===== config.mk =====
export PLATFORM = sky130hd
export DESIGN_NAME = fight_top
export DESIGN_NICKNAME = d
export VERILOG_FILES = /design/src/hw/fight_pkg.sv /design/src/hw/player_if.sv /design/src/hw/fight_top.sv /design/src/hw/game_ctrl.sv /design/src/hw/hex_display.sv /design/src/hw/input_conditioner.sv /design/src/hw/player_unit.sv /design/src/hw/round_timer.sv
export VERILOG_INCLUDE_DIRS = /design/src /design/src/hw
export SDC_FILE = /design/constraint.sdc
export NUM_CORES = 1
export LEC_CHECK = 0
export ABC_AREA = 1
export BUFFER_PORTS_ARGS = -buffer_cell sky130_fd_sc_hd__buf_2
export CAP_MARGIN = 15
export CELL_PAD_IN_SITES_DETAIL_PLACEMENT = 1
export CELL_PAD_IN_SITES_GLOBAL_PLACEMENT = 1
export CORE_AREA = 5 5 89 91
export CTS_CLUSTER_DIAMETER = 60
export DETAILED_ROUTE_END_ITERATION = 7
export DIE_AREA = 0 0 94 96
export GPL_ROUTABILITY_DRIVEN = 0
export PLACE_DENSITY_LB_ADDON = 0.1
export REMOVE_ABC_BUFFERS = 1
export SYNTH_ARGS = -nofsm -noshare
export SYNTH_HDL_FRONTEND = slang
export SYNTH_SLANG_ARGS = --single-unit

===== constraint.sdc =====
create_clock -name clk -period 8.35 [get_ports clk]
set_input_delay 1.67 -clock clk [delete_from_list [all_inputs] [get_ports clk]]
set_output_delay 1.67 -clock clk [all_outputs]
set_load 0.005 [all_outputs]

===== src/hw/fight_consts.svh =====
`ifndef FIGHT_CONSTS_SVH
`define FIGHT_CONSTS_SVH

// Clock cycles per one-second tick
`define FIGHT_TICK_DIV 60

// Countdown length in seconds
`define FIGHT_COUNTDOWN 4

// Health at the start of a round
`define FIGHT_HEALTH_MAX 3'd5

// Seconds counter width
`define FIGHT_TIMER_W 7

// Number of players on the board
`define FIGHT_PLAYERS 2

`endif


===== src/hw/fight_pkg.sv =====
`default_nettype none

package fight_pkg;

  // Match phase
  typedef enum logic [2:0] {
    st_idle      = 3'd0,
    st_countdown = 3'd1,
    st_fight     = 3'd2,
    st_p1_win    = 3'd3,
    st_p2_win    = 3'd4,
    st_draw      = 3'd5
  } game_state_e;

  // Message spelled on the four left digits
  typedef enum logic [2:0] {
    msg_one_player = 3'd0,
    msg_two_player = 3'd1,
    msg_ready      = 3'd2,
    msg_fight      = 3'd3,
    msg_p1_win     = 3'd4,
    msg_p2_win     = 3'd5,
    msg_draw       = 3'd6
  } hex_msg_e;

  typedef enum logic [1:0] {
    tmr_hold  = 2'd0,
    tmr_count = 2'd1,
    tmr_clear = 2'd2
  } timer_cmd_e;

endpackage

`default_nettype wire


===== src/hw/player_if.sv =====
`default_nettype none

interface player_if;

  logic       hit;          // Attack landed on this player, one cycle
  logic       block;        // Block switch level
  logic       round_start;  // Reload health
  logic       fight;        // Fight phase active
  logic [2:0] health;
  logic       ko;           // Health reached zero

  modport source (
    output hit,
    output block
  );

  modport ctrl (
    output round_start,
    output fight,
    input  ko
  );

  modport unit (
    input  hit,
    input  block,
    input  round_start,
    input  fight,
    output health,
    output ko
  );

endinterface

`default_nettype wire


===== src/hw/fight_top.sv =====
`include "fight_consts.svh"
`default_nettype none

module fight_top import fight_pkg::*; (
  input  wire                         clk,
  input  wire                         reset,
  input  wire  [3:0]                  key,
  input  wire  [9:0]                  sw,
  output logic [6:0]                  hex0,
  output logic [6:0]                  hex1,
  output logic [6:0]                  hex2,
  output logic [6:0]                  hex3,
  output logic [6:0]                  hex4,
  output logic [6:0]                  hex5,
  output game_state_e                 game_state,
  output logic [`FIGHT_TIMER_W-1:0]   game_duration,
  output logic [2:0]                  health1,
  output logic [2:0]                  health2
);

  logic       start_press;
  logic       one_player;
  timer_cmd_e timer_cmd;
  hex_msg_e   hex_msg;

  player_if players [`FIGHT_PLAYERS] ();  // Index 0 is player one

  input_conditioner i_cond (
    .clk         (clk),
    .reset       (reset),
    .key         (key),
    .sw          (sw),
    .start_press (start_press),
    .one_player  (one_player),
    .players     (players)
  );

  for (genvar i = 0; i < `FIGHT_PLAYERS; i++) begin : g_player
    player_unit i_unit (
      .clk   (clk),
      .reset (reset),
      .p     (players[i])
    );
  end

  game_ctrl i_ctrl (
    .clk         (clk),
    .reset       (reset),
    .start_press (start_press),
    .one_player  (one_player),
    .seconds     (game_duration),
    .players     (players),
    .state       (game_state),
    .timer_cmd   (timer_cmd),
    .msg         (hex_msg)
  );

  round_timer i_timer (
    .clk     (clk),
    .reset   (reset),
    .cmd     (timer_cmd),
    .seconds (game_duration)
  );

  hex_display i_hex (
    .msg     (hex_msg),
    .seconds (game_duration),
    .hex0    (hex0),
    .hex1    (hex1),
    .hex2    (hex2),
    .hex3    (hex3),
    .hex4    (hex4),
    .hex5    (hex5)
  );

  assign health1 = players[0].health;
  assign health2 = players[1].health;

endmodule

`default_nettype wire


===== src/hw/game_ctrl.sv =====
`include "fight_consts.svh"
`default_nettype none

module game_ctrl import fight_pkg::*; (
  input  wire                              clk,
  input  wire                              reset,
  input  wire                              start_press,
  input  wire                              one_player,
  input  wire  logic [`FIGHT_TIMER_W-1:0]  seconds,
  player_if.ctrl                           players [`FIGHT_PLAYERS],
  output game_state_e                      state,
  output timer_cmd_e                       timer_cmd,
  output hex_msg_e                         msg
);

  localparam logic [`FIGHT_TIMER_W-1:0] COUNTDOWN_SEC = `FIGHT_TIMER_W'(`FIGHT_COUNTDOWN);

  game_state_e               next_state;
  logic [`FIGHT_PLAYERS-1:0] ko;
  logic                      round_start;
  logic                      entering_round;

  for (genvar i = 0; i < `FIGHT_PLAYERS; i++) begin : g_link
    assign ko[i]                 = players[i].ko;
    assign players[i].round_start = round_start;
    assign players[i].fight       = (state == st_fight);
  end

  always_comb begin
    next_state = state;
    case (state)
      st_idle: begin
        if (start_press) next_state = st_countdown;
      end
      st_countdown: begin
        if (seconds == COUNTDOWN_SEC) next_state = st_fight;
      end
      st_fight: begin
        if (&ko) begin
          next_state = st_draw;  // Double knockout wins over either side
        end else if (ko[0]) begin
          next_state = st_p2_win;
        end else if (ko[1]) begin
          next_state = st_p1_win;
        end
      end
      st_p1_win, st_p2_win, st_draw: begin
        if (start_press) next_state = st_idle;
      end
      default: next_state = st_idle;
    endcase
  end

  assign entering_round = (next_state != state) &&
                          (next_state == st_countdown || next_state == st_fight);

  always_ff @(posedge clk or posedge reset) begin
    if (reset) begin
      state       <= st_idle;
      timer_cmd   <= tmr_clear;
      round_start <= 1'b0;
    end else begin
      state       <= next_state;
      round_start <= entering_round;
      if (entering_round) begin
        timer_cmd <= tmr_clear;  // Phase starts from zero seconds
      end else begin
        case (next_state)
          st_countdown, st_fight:        timer_cmd <= tmr_count;
          st_p1_win, st_p2_win, st_draw: timer_cmd <= tmr_hold;
          default:                       timer_cmd <= tmr_clear;
        endcase
      end
    end
  end

  always_comb begin
    case (state)
      st_idle:      msg = one_player ? msg_one_player : msg_two_player;
      st_countdown: msg = msg_ready;
      st_fight:     msg = msg_fight;
      st_p1_win:    msg = msg_p1_win;
      st_p2_win:    msg = msg_p2_win;
      st_draw:      msg = msg_draw;
      default:      msg = msg_two_player;
    endcase
  end

endmodule

`default_nettype wire


===== src/hw/hex_display.sv =====
`include "fight_consts.svh"
`default_nettype none

module hex_display import fight_pkg::*; (
  input  wire  hex_msg_e                  msg,
  input  wire  [`FIGHT_TIMER_W-1:0]       seconds,
  output logic [6:0]                      hex0,
  output logic [6:0]                      hex1,
  output logic [6:0]                      hex2,
  output logic [6:0]                      hex3,
  output logic [6:0]                      hex4,
  output logic [6:0]                      hex5
);

  // Active-low letter patterns, segment a is bit 0
  localparam logic [6:0] SEG_BLANK = 7'h7F;
  localparam logic [6:0] SEG_1     = 7'h79;
  localparam logic [6:0] SEG_2     = 7'h24;
  localparam logic [6:0] SEG_P     = 7'h0C;
  localparam logic [6:0] SEG_R     = 7'h2F;  // Lower-case r
  localparam logic [6:0] SEG_E     = 7'h06;
  localparam logic [6:0] SEG_D     = 7'h21;  // Lower-case d
  localparam logic [6:0] SEG_Y     = 7'h11;
  localparam logic [6:0] SEG_F     = 7'h0E;
  localparam logic [6:0] SEG_G     = 7'h42;
  localparam logic [6:0] SEG_T     = 7'h07;  // Lower-case t
  localparam logic [6:0] SEG_U     = 7'h41;  // Stands in for W
  localparam logic [6:0] SEG_N     = 7'h2B;
  localparam logic [6:0] SEG_A     = 7'h08;
  localparam logic [`FIGHT_TIMER_W-1:0] TEN = `FIGHT_TIMER_W'(10);

  logic [3:0] tens;
  logic [3:0] units;

  function automatic logic [6:0] digit_seg(input logic [3:0] d);
    logic [6:0] seg;
    case (d)
      4'd0:    seg = 7'h40;
      4'd1:    seg = 7'h79;
      4'd2:    seg = 7'h24;
      4'd3:    seg = 7'h30;
      4'd4:    seg = 7'h19;
      4'd5:    seg = 7'h12;
      4'd6:    seg = 7'h02;
      4'd7:    seg = 7'h78;
      4'd8:    seg = 7'h00;
      4'd9:    seg = 7'h10;
      default: seg = SEG_BLANK;
    endcase
    return seg;
  endfunction

  // Seconds never exceed 99
  assign tens  = 4'(seconds / TEN);
  assign units = 4'(seconds % TEN);
  assign hex1  = digit_seg(tens);
  assign hex0  = digit_seg(units);

  always_comb begin
    case (msg)
      msg_one_player: {hex5, hex4, hex3, hex2} = {SEG_1, SEG_P, SEG_BLANK, SEG_BLANK};
      msg_two_player: {hex5, hex4, hex3, hex2} = {SEG_2, SEG_P, SEG_BLANK, SEG_BLANK};
      msg_ready:      {hex5, hex4, hex3, hex2} = {SEG_R, SEG_E, SEG_D, SEG_Y};
      msg_fight:      {hex5, hex4, hex3, hex2} = {SEG_F, SEG_1, SEG_G, SEG_T};
      msg_p1_win:     {hex5, hex4, hex3, hex2} = {SEG_P, SEG_1, SEG_U, SEG_N};
      msg_p2_win:     {hex5, hex4, hex3, hex2} = {SEG_P, SEG_2, SEG_U, SEG_N};
      msg_draw:       {hex5, hex4, hex3, hex2} = {SEG_D, SEG_R, SEG_A, SEG_U};
      default:        {hex5, hex4, hex3, hex2} = {4{SEG_BLANK}};
    endcase
  end

endmodule

`default_nettype wire


===== src/hw/input_conditioner.sv =====
`include "fight_consts.svh"
`default_nettype none

module input_conditioner (
  input  wire        clk,
  input  wire        reset,
  input  wire  [3:0] key,
  input  wire  [9:0] sw,
  output logic       start_press,
  output logic       one_player,
  player_if.source   players [`FIGHT_PLAYERS]
);

  // Only keys 0..2 and switches 0..2 are used by the game
  logic [2:0] key_s1;
  logic [2:0] key_s2;
  logic [2:0] key_prev;
  logic [2:0] press;
  logic [2:0] sw_s1;
  logic [2:0] sw_s2;

  always_ff @(posedge clk or posedge reset) begin
    if (reset) begin
      key_s1   <= 3'b111;  // Keys idle high
      key_s2   <= 3'b111;
      key_prev <= 3'b111;
      press    <= 3'b000;
    end else begin
      key_s1   <= key[2:0];
      key_s2   <= key_s1;
      key_prev <= key_s2;
      press    <= key_prev & ~key_s2;  // Falling edge of active-low key
    end
  end

  always_ff @(posedge clk or posedge reset) begin
    if (reset) begin
      sw_s1 <= 3'b000;
      sw_s2 <= 3'b000;
    end else begin
      sw_s1 <= sw[2:0];
      sw_s2 <= sw_s1;
    end
  end

  assign start_press = press[0];
  assign one_player  = sw_s2[0];

  // Each attack key lands on the opponent
  assign players[1].hit   = press[1];  // Player one attacks player two
  assign players[0].hit   = press[2];  // Player two attacks player one
  assign players[0].block = sw_s2[1];
  assign players[1].block = sw_s2[2];

endmodule

`default_nettype wire


===== src/hw/player_unit.sv =====
`include "fight_consts.svh"
`default_nettype none

module player_unit (
  input wire    clk,
  input wire    reset,
  player_if.unit p
);

  logic [2:0] health;
  logic       hit_ok;

  // A hit counts only in the fight, unblocked, while still standing
  assign hit_ok = p.hit && p.fight && !p.block && (health != 3'd0);

  always_ff @(posedge clk or posedge reset) begin
    if (reset) begin
      health <= `FIGHT_HEALTH_MAX;
    end else if (p.round_start) begin
      health <= `FIGHT_HEALTH_MAX;  // New round
    end else if (hit_ok) begin
      health <= health - 3'd1;
    end
  end

  assign p.health = health;
  assign p.ko     = (health == 3'd0);

endmodule

`default_nettype wire


===== src/hw/round_timer.sv =====
`include "fight_consts.svh"
`default_nettype none

module round_timer import fight_pkg::*; (
  input  wire                             clk,
  input  wire                             reset,
  input  wire  timer_cmd_e                cmd,
  output logic [`FIGHT_TIMER_W-1:0]       seconds
);

  localparam int DIV_W = $clog2(`FIGHT_TICK_DIV);
  localparam logic [DIV_W-1:0] DIV_LAST = DIV_W'(`FIGHT_TICK_DIV - 1);
  localparam logic [`FIGHT_TIMER_W-1:0] SEC_MAX = `FIGHT_TIMER_W'(99);

  logic [DIV_W-1:0] div_cnt;
  logic             tick;

  assign tick = (div_cnt == DIV_LAST);  // One cycle per second

  always_ff @(posedge clk or posedge reset) begin
    if (reset) begin
      div_cnt <= '0;
      seconds <= '0;
    end else begin
      case (cmd)
        tmr_clear: begin
          div_cnt <= '0;
          seconds <= '0;
        end
        tmr_count: begin
          if (tick) begin
            div_cnt <= '0;
          end else begin
            div_cnt <= div_cnt + 1'b1;
          end
          if (tick && seconds != SEC_MAX) begin
            seconds <= seconds + 1'b1;  // Saturates for two digits
          end
        end
        default: begin
          div_cnt <= div_cnt;  // Hold freezes both
          seconds <= seconds;
        end
      endcase
    end
  end

endmodule

`default_nettype wire


# Word level (Yosys, flattened, before mapping)
# Memories as Yosys holds them, arrays and structs flattened.
# Cells that the tools add are included.
dict set report totals {
  mem_bits_ro 224
  word_cells 97
  out_inout_bits 58
  inputBits 16
  regBits 43
  mem_count 2
}
dict set report classes {
  reduce_logical 28
  add_sub_neg 4
  eq_ne 23
  bitwise_logic 2
  n_div 2
  muxes 23
}
# memory depth width rd rd_ports_with_merged_regs write_ports line
set mem_list {}
lappend mem_list {{(name not given)} 16 7 1 0 0 hex_display.sv:37} ;# case (d)
lappend mem_list {{(name not given)} 16 7 1 0 0 hex_display.sv:37}
# op n
set ops {}
lappend ops {{one-hot mux 7 bit (4 select lines)} 2}
lappend ops {{one-hot mux 7 bit (6 select lines)} 1}
lappend ops {{one-hot mux 7 bit (5 select lines)} 1}
lappend ops {{two-way mux 3 bit} 10}
lappend ops {{equality test 3 bit, second input constant} 7}
lappend ops {{equality test 3 x 2 -> 1 bit, second input constant} 6}
lappend ops {{one-hot mux 3 bit (6 select lines)} 1}
lappend ops {{one-hot mux 7 bit (2 select lines)} 1}
lappend ops {{logical NOT 3 bit} 4}
lappend ops {{one-hot mux 3 bit (4 select lines)} 1}
lappend ops {{one-hot mux 6 bit (2 select lines)} 1}
lappend ops {{equality test 3 x 1 -> 1 bit, second input constant} 3}
lappend ops {{logical AND 1 bit} 8}
lappend ops {{OR reduction 2 bit} 4}
lappend ops {{adder 7 x 1 -> 7 bit, second input constant} 1}
lappend ops {{divider 7 x 4 -> 7 bit, second input constant} 1}
lappend ops {{equality test 7 x 3 -> 1 bit, second input constant} 1}
lappend ops {{remainder unit 7 x 4 -> 7 bit, second input constant} 1}
lappend ops {{two-way mux 7 bit} 1}
lappend ops {{inequality test 7 bit, second input constant} 1}
lappend ops {{adder 6 x 1 -> 6 bit, second input constant} 1}
lappend ops {{equality test 6 bit, second input constant} 1}
lappend ops {{two-way mux 6 bit} 1}
lappend ops {{nonzero test 2 bit} 3}
lappend ops {{other kinds (15)} 20}

# Depth between registers and ports, before layout
dict set report depth {
  depth_word 9
  mapped_depth 24
  depth_no_buf 24
}

# Modules after synthesis
# Synthesis repeated with hierarchy kept, for this count alone.
dict set report unflattened {
  cells_unflattened 434
  area_unflattened_um2 3141.8
}
# module n_inst cells_each area_per_inst_um2 seq_area_each_um2
set by_module_without_submodules {}
lappend by_module_without_submodules {hex_display 1 175 928.4 0.0}
lappend by_module_without_submodules {round_timer 1 102 802.0 325.3}
lappend by_module_without_submodules {input_conditioner 1 25 495.5 461.7}
lappend by_module_without_submodules {game_ctrl 1 72 478.0 151.4}
lappend by_module_without_submodules {player_unit 2 30 219.0 77.6}

# Worst setup path after synthesis
# Ideal clock, no wire load.
dict set report synth_path {
  kind {register to output}
  from {register i_timer.seconds[4]}
  to {output hex0[3]}
  stages_incl_launch_ff 25
  t_required_ns 6.680
  arrival_ns 2.601
  path_buffers 0
  setup_slack_ns 4.079
  cell_sequence {dfrtp_1 inv_1 nand3_1 nand3_2 nand2_4 nand2_4 nand2_4 nand2_2 inv_2 nand2_4 nand2_4 nand2_2 nand2_1 inv_2 ha_1 inv_1 nand3_4 nand3_4 nand2_1 nand2_1 ha_1 inv_1 nand3_1 nand3_1 nand2_2}
}
dict set report synth_between {
  elab_chain_len 2
}
# element line
set synth_lines {}
lappend synth_lines {{from (decl)} round_timer.sv:8} ;# output logic [`FIGHT_TIMER_W-1:0] seconds
lappend synth_lines {{from (signal assigned)} round_timer.sv:37} ;# seconds <= seconds + 1'b1;
lappend synth_lines {{from (signal assigned)} round_timer.sv:42} ;# seconds <= seconds;
lappend synth_lines {{remainder unit 7 x 4 -> 7 bit} hex_display.sv:55} ;# assign units = 4'(seconds % TEN);
lappend synth_lines {{memory read (16 x 7 bit)} -}
lappend synth_lines {{to (decl)} fight_top.sv:9} ;# output logic [6:0] hex0,
# Every way passes these cells.

# Final worst setup path
# Ends and elaborated chain as after synthesis.

==> results.py <==
metrics = {
    "run": {
        "max_cap_viol_count": 0,
    },
    "clock_tree": {
        "post_cts_buffers": 0,
        "clk-insertion-delay-late_ps": 310,
        "htree_levels": 2,
        "cts_buffers": 5,
        "cts-root-buf": "clkbuf_8",
        "clkTransAtPathRegs_ps": 90,
        "postCtsHoldBufs": 0,
        "cts_max_path_buffers": 2,
        "post_cts_resized": 0,
        "tritoncts": "done",
        "cts.sinks": 43,
    },
    "global_routing": {
        "grt_max_degree": 44,
        "grt_pass1_wl_microns": 11700,
        "grt_pass1_vias": 2512,
        "grtUsageTotal_pct": 15.9,
        "grt_antenna_before_repair": 0,
        "grt_overflow": 0,
    },
    "timing": {
        "whs_ps": 359,
        "post-route-period-util_pct": 61.2,
        "slew_headroom_pct": 50.4,
        "setup_slack_ps": 3240,
        "hold_viol_final": 0,
        "fin_skew_ps": 7.63,
        "rsz0062_at_grt": "no",
        "post-route-min-period_ps": 5110,
        "setup_tns_ps": 0,
        "fmax_mhz": 196,
        "finalSetupViolations": 0,
        "slew_viol_final": 0,
        "tightestPinTransition_ps": 737,
    },
    "synth": {
        "netlist_area_sq_um": 2890,
        "ys_warn_count": 0,
        "syn-instance-count": 359,
        "synth_edf_count": 0,
        "synth_area_leaders": "dfrtp_1 (25%), dfstp_2 (13%), ha_1 (9.1%), inv_1 (8.7%), nand2_1 (7.1%)",
        "synth_commonest_cells": "inv_1 (67), nand2_1 (55), nor2_1 (36)",
        "synth_area_leader_cell": "dfrtp_1",
        "yosys.cell_types.count": 37,
        "yosysMostFrequentCell": "inv_1",
        "yosysTopAreaCellShare_pct": 25.1,
        "ys_seq_area_share_pct": 37.9,
        "async_flop_share_pct": 100,
        "synth.avg_cell_area_sq_um": 8.05,
        "synthFlopType": "dfrtp_1",
        "ys_seq_elements": 43,
    },
    "power_and_ir_drop": {
        "clkPwrFrac_pct": 33.1,
        "switchingPower_uw": 156,
        "ir_drop_uv": 115,
        "p_per_area_nw_per_um2": 151,
        "seq_power_share_pct": 47.0,
        "comb_power_share_pct": 19.9,
        "p_leak_uw": 0.00196,
        "p_int_uw": 355,
        "p_sw_share_pct": 30.6,
    },
    "place": {
        "dpl_cell_area_sq_um": 3270,
        "dpl.hpwl_microns": 5390,
        "io_buffers": 64,
        "place_ws_ps": 3550,
        "dp_cells": 513,
    },
    "cells_and_area": {
        "layout.nets": 458,
        "area_growth_pct": 17.2,
        "antenna_cells": 0,
        "fin_cells": 521,
        "final_area_sq_um": 3390,
        "drive_above_1_share_pct": 30.8,
    },
    "routing": {
        "viasPerCell": 4.69,
        "wirelength_microns": 6650,
        "drc_errors": 0,
        "drt-wirelength-per-cell_microns": 12.8,
        "first_pass_iters": 4,
        "drtIter0Drc": 38,
        "ant_nets": 0,
        "vias": 2442,
    },
    "critical_path": {
        "path_max_fanout": 8,
        "cpMostUsedCell": "nand2_4",
        "criticalPathCategory": "reg -> out",
        "cp_top_family": "simple AND/OR/NAND/NOR gates",
        "crit_buf_inv": 6,
        "worstPathRequired_ps": 6680,
        "worst_setup_path_end_kind": "output port",
        "cpPeakStageDelay_ps": 440,
        "r2r_cells": 9,
        "reg2reg_from": "i_timer.seconds[0]",
        "r2r_end": "i_ctrl.timer_cmd[1]",
        "reg2reg_setup_slack_ps": 6050,
        "slowest_stage": "dfrtp_1",
        "cp_data_arrival_time_ps": 3440,
        "cp-start-kind": "register",
    },
    "hold_path": {
        "hp-start": "i_cond.key_s1[0]",
        "hp-class": "reg -> reg",
        "whs_path_depth": 0,
        "min_to": "i_cond.key_s2[0]",
    },
    "run_status": {
        "outcome": "complete, no violations",
    },
    "die": {
        "core-area_sq_um": 7060,
        "dieHeight_microns": 96,
        "die_w_microns": 94,
        "die_area_sq_um": 9020,
        "io_pins": 74,
        "initial_utilization_pct": 40.9,
        "core.rowCount": 31,
    },
}
[layout make-up]
class / count / area [sq um]
Inverter: 72 / 285
Sequential cell: 43 / 1090
Timing Repair Buffer: 65 / 328
Clock inverter: 3 / 47.5
Multi-Input combinational cell: 234 / 1440
Tap cell: 99 / 124
Fill cell: 924 / 3670
Clock buffer: 5 / 68.8
[worst reg2reg max path: cells and delay by family, from the launching register on]
kind | cells | cell delay (ps)
XOR/XNOR | 1 | 210
AND/OR/NAND/NOR | 4 | 640
adder cells (fa/ha/maj) | 1 | 210
AO/OA/AOI/OAI | 2 | 480
flip-flops | 1 | 480
buffers and inverters | 1 | 220
[kinds of logic after synthesis]
| group | count (synthesis) | synth area share (%) |
|---|---|---|
| adders and majority gates | 21 | 9.09 |
| xor gates and xnor gates | 5 | 1.52 |
| DFF | 43 | 37.9 |
| other | 1 | 0.130 |
| buffers and inverters | 82 | 12.3 |
| and+or+nand+nor | 162 | 30.2 |
| AOI/OAI and AO/OA | 45 | 8.84 |
[per-layer routing]
layer | up-vias | GRT usage [%] | wire [microns]
met5 | - | 0 | 0
met4 | 0 | 5.29 | 97
met3 | 9 | 1.80 | 231
met2 | 41 | 27.8 | 3220
met1 | 1150 | 20.5 | 3100
li1 | 1242 | - | -
[state kept, by name (all words and copies together) (netlist names)]
signal,count
g_player.i_unit.p.health,6
i_cond.key_prev,3
i_cond.key_s1,3
i_cond.key_s2,3
i_cond.press,3
i_cond.sw_s1,3
i_cond.sw_s2,3
i_ctrl.players.round_start,1
i_ctrl.state,3
i_ctrl.timer_cmd,2
i_timer.div_cnt,6
i_timer.seconds,7
[power by group through the flow]
stage	Clock (uW)	Combinational [uW]	Sequential (uW)
floorplan	0	66.9	240
global placement	0	98.5	244
detailed placement	0	103	244
CTS	176	104	240
global route	184	120	243
finish	169	102	240
[cell usage in the layout (no fill, tap or decap), types with 2 or more instances in the layout]
master and count:
inv_1 67, buf_2 64, nand2_1 55, nor2_1 36
dfrtp_1 29, nand3_1 23, ha_1 21, o21ai_0 20
nand2_2 16, dfstp_2 14, a21oi_1 11, nand2_4 9
nor3_1 5, clkbuf_8 5, xor2_1 4, nor4_1 4
nand3_2 4, a211oi_1 3, inv_2 3, nand3_4 3
nand4_1 3, o22ai_1 3, o211ai_1 2
[per-stage QoR]
| stage | total power [uW] | utilization [%] |
|---|---|---|
| detailed placement | 347 | 46.3 |
| finish | 511 | 48.0 |
| CTS | 520 | 48.0 |
| floorplan | 307 | - |
| global placement | 342 | 46.3 |
| global route | 547 | 48.0 |
[how the worst max path moves through the flow]
| stage | startpoint | endpoint | slack, ps | depth (start not counted) |
|---|---|---|---|---|
| floorplan | i_timer.seconds[4] | hex0[3] | 4080 | 24 |
| global placement | i_timer.seconds[4] | hex0[3] | 3670 | 25 |
| detailed placement | i_timer.seconds[4] | hex0[3] | 3550 | 25 |
| CTS | i_timer.seconds[4] | hex0[3] | 3200 | 25 |
| global route | i_timer.seconds[4] | hex0[3] | 2960 | 25 |
| finish | i_timer.seconds[4] | hex0[3] | 3240 | 25 |
(Power assumes the default switching activity.)
